**config.mk**
```make
export PLATFORM = sky130hd
export DESIGN_NAME = task_unit
export DESIGN_NICKNAME = d
export VERILOG_FILES = /design/src/task_unit_pkg.sv /design/src/task_dispatch.sv /design/src/task_fifo.sv /design/src/task_unit.sv /design/src/task_unit_regs.sv
export SDC_FILE = /design/constraint.sdc
export NUM_CORES = 1
export LEC_CHECK = 0
export ABC_AREA = 1
export BUFFER_PORTS_ARGS = -buffer_cell sky130_fd_sc_hd__buf_4
export CORE_MARGIN = 2
export CORE_UTILIZATION = 59
export CTS_CLUSTER_DIAMETER = 200
export CTS_CLUSTER_SIZE = 8
export DETAILED_ROUTE_END_ITERATION = 6
export GPL_TIMING_DRIVEN = 1
export PLACE_DENSITY = 0.84
export SLEW_MARGIN = 20
export SYNTH_ARGS = -nofsm -noshare
export SYNTH_HDL_FRONTEND = slang
export SYNTH_SLANG_ARGS = --single-unit
export TNS_END_PERCENT = 10
```
**constraint.sdc**
```tcl
create_clock -name clk -period 8.6 [get_ports clk]
set_input_delay 1.72 -clock clk [delete_from_list [all_inputs] [get_ports clk]]
set_output_delay 1.72 -clock clk [all_outputs]
set_load 0.02 [all_outputs]
```
**src/task_unit_pkg.sv**
```systemverilog
package task_unit_pkg;

   // Task kinds carried in the ttype field
   typedef enum logic [3:0] {
      TASK_TYPE_WORK     = 4'd0,
      TASK_TYPE_SPILLED  = 4'd1,
      TASK_TYPE_SPLITTER = 4'd2
   } task_type_e;

   typedef struct packed {
      task_type_e  ttype;
      logic [31:0] ts;
      logic [31:0] locale;
      logic [31:0] args;
   } task_t;

   localparam int TASK_W = $bits(task_t);

   // Register map
   typedef enum logic [7:0] {
      REG_SPILL_THRESHOLD          = 8'h00,
      REG_SPILL_SIZE               = 8'h04,
      REG_N_TASKS                  = 8'h08,
      REG_STAT_N_ENQ               = 8'h10,
      REG_STAT_N_DEQ               = 8'h14,
      REG_STAT_N_SPLITTER_DEQ      = 8'h18,
      REG_STAT_N_COAL_CHILD        = 8'h1c,
      REG_STAT_N_OVERFLOW          = 8'h20,
      REG_STAT_N_CYCLES_DEQ_VALID  = 8'h24
   } reg_addr_e;

   typedef struct packed {
      logic        wvalid;
      reg_addr_e   waddr;
      logic [31:0] wdata;
      logic        arvalid;
      reg_addr_e   araddr;
   } reg_req_t;

   typedef struct packed {
      logic        rvalid;
      logic [31:0] rdata;
   } reg_rsp_t;

   localparam int SPILL_SIZE_W = 8;
   localparam logic [SPILL_SIZE_W-1:0] SPILL_SIZE_RESET = 8'd4;

endpackage

```
**src/task_dispatch.sv**
```systemverilog
`timescale 1ns/1ps

module task_dispatch (
   input  logic                                   clk,
   input  logic                                   rstn,
   input  task_unit_pkg::task_t                   head,
   input  logic                                   empty,
   input  logic                                   almost_full,
   input  logic [task_unit_pkg::SPILL_SIZE_W-1:0] spill_size,

   output logic                                   overflow_valid,
   input  logic                                   overflow_ready,
   output task_unit_pkg::task_t                   overflow_data,

   output logic                                   task_deq_valid,
   input  logic                                   task_deq_ready,
   output task_unit_pkg::task_t                   task_deq_data,

   output logic                                   splitter_deq_valid,
   input  logic                                   splitter_deq_ready,
   output task_unit_pkg::task_t                   splitter_deq_task,

   output logic                                   pop
);
   import task_unit_pkg::*;

   logic [SPILL_SIZE_W-1:0] spills_remaining;
   logic                    spilling;
   logic                    is_splitter;
   logic                    overflow_fire;
   logic                    deq_fire;
   logic                    splitter_fire;

   assign spilling    = (spills_remaining != '0);
   assign is_splitter = (head.ttype == TASK_TYPE_SPLITTER);

   // Spill counter loads once the queue crosses the threshold
   always_ff @(posedge clk) begin
      if (!rstn) begin
         spills_remaining <= '0;
      end else if (!spilling && almost_full) begin
         spills_remaining <= spill_size;
      end else if (overflow_fire) begin
         spills_remaining <= spills_remaining - 1'b1;
      end
   end

   // Head goes to exactly one port
   always_comb begin
      overflow_valid     = 1'b0;
      task_deq_valid     = 1'b0;
      splitter_deq_valid = 1'b0;
      if (!empty) begin
         if (spilling) begin
            overflow_valid = 1'b1;
         end else if (is_splitter) begin
            splitter_deq_valid = 1'b1;
         end else begin
            task_deq_valid = 1'b1;
         end
      end
   end

   assign overflow_data     = head;
   assign task_deq_data     = head;
   assign splitter_deq_task = head;

   assign overflow_fire = overflow_valid & overflow_ready;
   assign deq_fire      = task_deq_valid & task_deq_ready;
   assign splitter_fire = splitter_deq_valid & splitter_deq_ready;

   // Nothing leaves the FIFO under back-pressure
   assign pop = overflow_fire | deq_fire | splitter_fire;

   assert property (@(posedge clk) disable iff (!rstn)
      overflow_valid && !overflow_ready |=> overflow_valid && $stable(overflow_data))
      else $error("task_dispatch: overflow task changed under back-pressure");

endmodule

```
**src/task_fifo.sv**
```systemverilog
`timescale 1ns/1ps

module task_fifo #(
   parameter int LOG_DEPTH = 3
) (
   input  logic                 clk,
   input  logic                 rstn,
   input  logic                 wr_en,
   input  task_unit_pkg::task_t wr_data,
   input  logic                 rd_en,
   output task_unit_pkg::task_t rd_data,
   output logic                 full,
   output logic                 empty,
   output logic [LOG_DEPTH:0]   count
);
   import task_unit_pkg::*;

   localparam int DEPTH = 1 << LOG_DEPTH;

   logic [TASK_W-1:0]    mem [DEPTH];
   logic [LOG_DEPTH-1:0] wr_ptr;
   logic [LOG_DEPTH-1:0] rd_ptr;

   always_ff @(posedge clk) begin
      if (wr_en) begin
         mem[wr_ptr] <= wr_data;
      end
   end

   always_ff @(posedge clk) begin
      if (!rstn) begin
         wr_ptr <= '0;
         rd_ptr <= '0;
         count  <= '0;
      end else begin
         if (wr_en) begin
            wr_ptr <= wr_ptr + 1'b1;
         end
         if (rd_en) begin
            rd_ptr <= rd_ptr + 1'b1;
         end
         case ({wr_en, rd_en})
            2'b10:   count <= count + 1'b1;
            2'b01:   count <= count - 1'b1;
            default: count <= count;
         endcase
      end
   end

   // Show-ahead head
   assign rd_data = task_t'(mem[rd_ptr]);

   assign full  = (count == (LOG_DEPTH+1)'(DEPTH));
   assign empty = (count == '0);

   assert property (@(posedge clk) disable iff (!rstn) wr_en |-> !full)
      else $error("task_fifo: write while full");

   assert property (@(posedge clk) disable iff (!rstn) rd_en |-> !empty)
      else $error("task_fifo: read while empty");

endmodule

```
**src/task_unit.sv**
```systemverilog
`timescale 1ns/1ps

module task_unit #(
   parameter int LOG_DEPTH             = 3,
   parameter int SPILL_THRESHOLD_RESET = 5
) (
   input  logic                    clk,
   input  logic                    rstn,

   // Tile enqueue
   input  logic                    task_enq_valid,
   output logic                    task_enq_ready,
   input  task_unit_pkg::task_t    task_enq_data,

   // Coalescer children
   input  logic                    coal_child_valid,
   output logic                    coal_child_ready,
   input  task_unit_pkg::task_t    coal_child_data,

   // Overflow to coalescer
   output logic                    overflow_valid,
   input  logic                    overflow_ready,
   output task_unit_pkg::task_t    overflow_data,

   // Commit queue dequeue
   output logic                    task_deq_valid,
   input  logic                    task_deq_ready,
   output task_unit_pkg::task_t    task_deq_data,

   // Splitter
   output logic                    splitter_deq_valid,
   input  logic                    splitter_deq_ready,
   output task_unit_pkg::task_t    splitter_deq_task,

   output logic                    full,
   output logic                    almost_full,
   output logic                    empty,

   input  task_unit_pkg::reg_req_t reg_req,
   output task_unit_pkg::reg_rsp_t reg_rsp
);
   import task_unit_pkg::*;

   logic                    fifo_wr_en;
   task_t                   fifo_wr_data;
   logic                    fifo_rd_en;
   task_t                   fifo_head;
   logic [LOG_DEPTH:0]      n_tasks;
   logic [LOG_DEPTH:0]      spill_threshold;
   logic [SPILL_SIZE_W-1:0] spill_size;

   logic enq_fire;
   logic coal_fire;
   logic deq_fire;
   logic splitter_fire;
   logic overflow_fire;

   // Children win over tile enqueues
   assign coal_child_ready = coal_child_valid & ~full;
   assign task_enq_ready   = task_enq_valid & ~coal_child_ready & ~almost_full;

   assign coal_fire     = coal_child_valid & coal_child_ready;
   assign enq_fire      = task_enq_valid & task_enq_ready;
   assign deq_fire      = task_deq_valid & task_deq_ready;
   assign splitter_fire = splitter_deq_valid & splitter_deq_ready;
   assign overflow_fire = overflow_valid & overflow_ready;

   assign fifo_wr_en   = coal_fire | enq_fire;
   assign fifo_wr_data = coal_child_ready ? coal_child_data : task_enq_data;

   assign almost_full = (n_tasks > spill_threshold);

   task_fifo #(
      .LOG_DEPTH (LOG_DEPTH)
   ) task_fifo_i (
      .clk     (clk),
      .rstn    (rstn),
      .wr_en   (fifo_wr_en),
      .wr_data (fifo_wr_data),
      .rd_en   (fifo_rd_en),
      .rd_data (fifo_head),
      .full    (full),
      .empty   (empty),
      .count   (n_tasks)
   );

   task_dispatch task_dispatch_i (
      .clk                (clk),
      .rstn               (rstn),
      .head               (fifo_head),
      .empty              (empty),
      .almost_full        (almost_full),
      .spill_size         (spill_size),
      .overflow_valid     (overflow_valid),
      .overflow_ready     (overflow_ready),
      .overflow_data      (overflow_data),
      .task_deq_valid     (task_deq_valid),
      .task_deq_ready     (task_deq_ready),
      .task_deq_data      (task_deq_data),
      .splitter_deq_valid (splitter_deq_valid),
      .splitter_deq_ready (splitter_deq_ready),
      .splitter_deq_task  (splitter_deq_task),
      .pop                (fifo_rd_en)
   );

   task_unit_regs #(
      .SPILL_THRESHOLD_RESET (SPILL_THRESHOLD_RESET),
      .LOG_DEPTH             (LOG_DEPTH)
   ) task_unit_regs_i (
      .clk             (clk),
      .rstn            (rstn),
      .reg_req         (reg_req),
      .reg_rsp         (reg_rsp),
      .n_tasks         (n_tasks),
      .enq_fire        (enq_fire),
      .coal_fire       (coal_fire),
      .deq_fire        (deq_fire),
      .splitter_fire   (splitter_fire),
      .overflow_fire   (overflow_fire),
      .deq_valid       (task_deq_valid),
      .spill_threshold (spill_threshold),
      .spill_size      (spill_size)
   );

endmodule

```
**src/task_unit_regs.sv**
```systemverilog
`timescale 1ns/1ps

module task_unit_regs #(
   parameter int SPILL_THRESHOLD_RESET = 5,
   parameter int LOG_DEPTH             = 3
) (
   input  logic                                   clk,
   input  logic                                   rstn,
   input  task_unit_pkg::reg_req_t                reg_req,
   output task_unit_pkg::reg_rsp_t                reg_rsp,
   input  logic [LOG_DEPTH:0]                     n_tasks,
   input  logic                                   enq_fire,
   input  logic                                   coal_fire,
   input  logic                                   deq_fire,
   input  logic                                   splitter_fire,
   input  logic                                   overflow_fire,
   input  logic                                   deq_valid,
   output logic [LOG_DEPTH:0]                     spill_threshold,
   output logic [task_unit_pkg::SPILL_SIZE_W-1:0] spill_size
);
   import task_unit_pkg::*;

   logic [31:0] n_enq;
   logic [31:0] n_deq;
   logic [31:0] n_splitter_deq;
   logic [31:0] n_coal_child;
   logic [31:0] n_overflow;
   logic [31:0] n_cycles_deq_valid;

   // Programmable spill controls
   always_ff @(posedge clk) begin
      if (!rstn) begin
         spill_threshold <= (LOG_DEPTH+1)'(SPILL_THRESHOLD_RESET);
         spill_size      <= SPILL_SIZE_RESET;
      end else if (reg_req.wvalid) begin
         case (reg_req.waddr)
            REG_SPILL_THRESHOLD: spill_threshold <= reg_req.wdata[LOG_DEPTH:0];
            REG_SPILL_SIZE:      spill_size      <= reg_req.wdata[SPILL_SIZE_W-1:0];
            default:             ;
         endcase
      end
   end

   // Event counters
   always_ff @(posedge clk) begin
      if (!rstn) begin
         n_enq              <= '0;
         n_deq              <= '0;
         n_splitter_deq     <= '0;
         n_coal_child       <= '0;
         n_overflow         <= '0;
         n_cycles_deq_valid <= '0;
      end else begin
         if (enq_fire) begin
            n_enq <= n_enq + 1'b1;
         end
         if (deq_fire) begin
            n_deq <= n_deq + 1'b1;
         end
         if (splitter_fire) begin
            n_splitter_deq <= n_splitter_deq + 1'b1;
         end
         if (coal_fire) begin
            n_coal_child <= n_coal_child + 1'b1;
         end
         if (overflow_fire) begin
            n_overflow <= n_overflow + 1'b1;
         end
         // Counts stalled cycles too
         if (deq_valid) begin
            n_cycles_deq_valid <= n_cycles_deq_valid + 1'b1;
         end
      end
   end

   always_ff @(posedge clk) begin
      if (!rstn) begin
         reg_rsp.rvalid <= 1'b0;
      end else begin
         reg_rsp.rvalid <= reg_req.arvalid;
      end
   end

   always_ff @(posedge clk) begin
      if (reg_req.arvalid) begin
         case (reg_req.araddr)
            REG_SPILL_THRESHOLD:         reg_rsp.rdata <= 32'(spill_threshold);
            REG_SPILL_SIZE:              reg_rsp.rdata <= 32'(spill_size);
            REG_N_TASKS:                 reg_rsp.rdata <= 32'(n_tasks);
            REG_STAT_N_ENQ:              reg_rsp.rdata <= n_enq;
            REG_STAT_N_DEQ:              reg_rsp.rdata <= n_deq;
            REG_STAT_N_SPLITTER_DEQ:     reg_rsp.rdata <= n_splitter_deq;
            REG_STAT_N_COAL_CHILD:       reg_rsp.rdata <= n_coal_child;
            REG_STAT_N_OVERFLOW:         reg_rsp.rdata <= n_overflow;
            REG_STAT_N_CYCLES_DEQ_VALID: reg_rsp.rdata <= n_cycles_deq_valid;
            default:                     reg_rsp.rdata <= '0;
         endcase
      end
   end

   // A threshold at or above the depth would let tile enqueues hit a full FIFO
   assert property (@(posedge clk) disable iff (!rstn)
      reg_req.wvalid && reg_req.waddr == REG_SPILL_THRESHOLD
         |-> reg_req.wdata < 32'(1 << LOG_DEPTH))
      else $error("task_unit_regs: spill threshold at or above FIFO depth");

endmodule

```
==> impl_metrics.ini <==
[detailed_routing]
via_per_inst = 5.925
num_vias = 38240
drtIter0Drc = 4438
drc_errors = 12
wl_um = 132400
wl_per_cell_um = 20.51
ant_nets = 0
dr.pass1.iters = 7

[setup_path]
crit_path_top_delay_cell = buf_4
crit_type = reg2out
cp-end-kind = primary output
r2r_cells = 20
critPathMostFrequentCell = buf_4
cp.arrival_ns = 4.32
crit_chain = inv_8 > buf_4 > o21ai_0 > o22ai_1 > nor2_1 > a31oi_1 > buf_4
cp-start-kind = flop
slowest_delay_ns = 0.89
required_ns = 6.88
crit_fanout = 209

[grt]
grt_pass1_vias = 36360
grt_max_degree = 254
antenna_found_initial = 3
overflow = 0
track_usage_pct = 30.53
grt_pass1_wl_um = 201500

[synth]
synthArstFlopShare_pct = 0
ys.flop_type = edfxtp_1
ys_seq_elements = 1058
synth-edff-count = 832
ys_warn_count = 0
synth_cells = 5044
avgSynthCellArea_um2 = 9.583
yosys.cell_types.count = 45
syn_nets = 5319
seq_area_frac_synth_pct = 61.05
synth.cell_area_um2 = 48340

[pwr]
ir_worst_vdd_mv = 0.2899
power_density_nw_per_um2 = 318.6
p_leak_nw = 20.56

[placed_design]
gp_congestion = 0.9674
port_buffers = 573
place_ws_ns = 3.340
hpwlAfterDp_um = 80870

[job]
drv_cap = 0

[sta]
maxSlewHeadroom_pct = 20.40
fin_ws_ns = 2.558
finalCriticalPeriod_ns = 6.042
hold_viol_final = 0
period_share_pct = 70.26
max_freq_mhz = 165.5
tns_ns = 0
tightest_slew_ns = 1.194
hold_ws_ns = 0.4407
rsz0062_at_grt = no
slew_viol_final = 0
skew_ns = 0.06342
final-setup-viol-count = 0

[floorplan]
initial_core_util_pct = 59.82
die_w_um = 290.2
die_h_um = 290.2
rows = 104
core_um2 = 80810
die_area_um2 = 84230
io_pins = 598

[cts]
cts.sinks = 1058
clk-insertion-delay-late_ns = 0.74
clock_path_buffers = 3
cts_buffers = 150
post_cts_buffers = 0
cts_tree = yes
cts_root_buf = clkbuf_16
clk_pin_slew_ns = 0.05
holdBufCountCts = 0
cts_resized = 0
h-tree-depth = 4

[layout]
drive_gt1_share_pct = 14.84
syn2layout_area_growth_pct = 16.06
fin_nets = 5622
nFillCells = 5732

[outcome]
outcome = finished, violations left
violations = design-rule violations

[min_path]
hold_class = reg2reg
hold_path_depth = 1
Yosys cell counts, types with 8 or more instances:
cell type | n | area share (%)
o221ai_1 | 12 | 0.22
a21oi_1 | 188 | 1.9
buf_1 | 20 | 0.16
nor4_1 | 13 | 0.17
buf_4 | 205 | 3.2
xnor2_1 | 9 | 0.16
nand2_1 | 886 | 6.9
o22ai_1 | 134 | 1.7
nor3_1 | 103 | 1.1
inv_1 | 290 | 2.3
nand4_1 | 61 | 0.79
xor2_1 | 104 | 1.9
nor2_1 | 907 | 7.0
buf_2 | 42 | 0.43
a22oi_1 | 9 | 0.14
dfxtp_1 | 226 | 9.4
a221oi_1 | 9 | 0.16
ha_1 | 17 | 0.44
o211ai_1 | 9 | 0.14
clkbuf_1 | 185 | 1.4
o21ai_0 | 469 | 4.9
edfxtp_1 | 832 | 52
nand3_1 | 149 | 1.5
nor3b_1 | 8 | 0.12
a31oi_1 | 100 | 1.3
where the power goes:
group	switching (W)	internal (W)	leakage [nW]	total (W)
logic	0.00428	0.00198	9.04	0.00626
clock network	0.00216	0.00317	2.05	0.00533
registers	0.000160	0.00612	9.48	0.00628
total	0.00660	0.0113	20.6	0.0179
critical path: cells and delay by family (launching register included):
| kind | cells | cell delay (ns) |
|---|---|---|
| buf+inv | 3 | 1.93 |
| compound gates | 3 | 1.07 |
| flops | 1 | 0.53 |
| simple gates | 1 | 0.06 |
routing by layer:
layer | vias to the layer above | GRT usage [%] | routed length (um)
li1 | 17670 | - | -
met1 | 18030 | 39.74 | 50190
met2 | 2174 | 49.86 | 63800
met3 | 364 | 5.667 | 12500
met4 | 0 | 14.38 | 5891
met5 | - | 0 | 0
through the flow:
step	total power, W	std cells	utilization [%]	cell area, um2
after floorplan	0.01089	5044	-	48340
after global placement	0.01241	6255	64.13	51820
after detailed placement	0.01256	6255	64.13	51820
after CTS	0.01790	6452	69.42	56090
after global routing	0.01857	6454	69.42	56100
final	0.01787	6454	69.42	56100
cells in the final DEF (no fill, tap or decap), types with 13 or more instances in the layout:
cell type,instances
clkbuf_16,150
nor3_1,103
edfxtp_1,832
a21oi_1,188
nand2_1,885
clkbuf_1,31
nor4_1,13
inv_1,287
nand3_1,149
a31oi_1,100
ha_1,17
dfxtp_1,224
buf_4,602
nand4_1,61
o21ai_0,469
nor2_1,899
xor2_1,104
o22ai_1,134
area by class of cell:
class / count / area [um2] / share of cell area [%]
clock buffers: 181 / 3870 / 6.898
flip-flops and latches: 1058 / 29520 / 52.61
repair buffers: 607 / 4619 / 8.234
inverters: 297 / 1140 / 2.032
well taps: 1060 / 1326 / 2.364
multi-input cells: 3233 / 15220 / 27.13
diodes: 2 / 5.005 / 0.008921
clock inverters: 16 / 404.1 / 0.7204
worst paths after layout:
check	endpoint	slack [ns]	start
worst max-delay path	task_deq_data[69]	2.56	flop
worst min-delay path	task_unit_regs_i.n_overflow[2]	0.44	task_unit_regs_i.n_overflow[2]
worst max register to register	task_fifo_i.count[3]	3.91	flop
worst min register to register	task_unit_regs_i.n_overflow[2]	0.44	task_unit_regs_i.n_overflow[2]
registers in the layout, indices dropped and copies added (netlist names), 32 cells and up, named ones only:
register,cells
task_unit_regs_i.n_cycles_deq_valid,32
task_unit_regs_i.n_overflow,32
task_fifo_i.mem,800
task_unit_regs_i.reg_rsp,33
task_unit_regs_i.n_coal_child,32
task_unit_regs_i.n_enq,32
task_unit_regs_i.n_splitter_deq,32
task_unit_regs_i.n_deq,32
cell families (layout without fill, tap and decap cells):
| logic type | Yosys count | count (layout) | share of synthesized area (%) |
|---|---|---|---|
| buffers and inverters | 753 | 1101 | 7.610 |
| xor gates and xnor gates | 113 | 113 | 2.047 |
| and+or+nand+nor | 2150 | 2150 | 18.00 |
| adders and majority gates | 18 | 18 | 0.4814 |
| DFF | 1058 | 1058 | 61.05 |
| other | 0 | 2 | 0 |
| AOI/OAI and AO/OA | 952 | 952 | 10.82 |
Power figures use the tool's default switching activity.
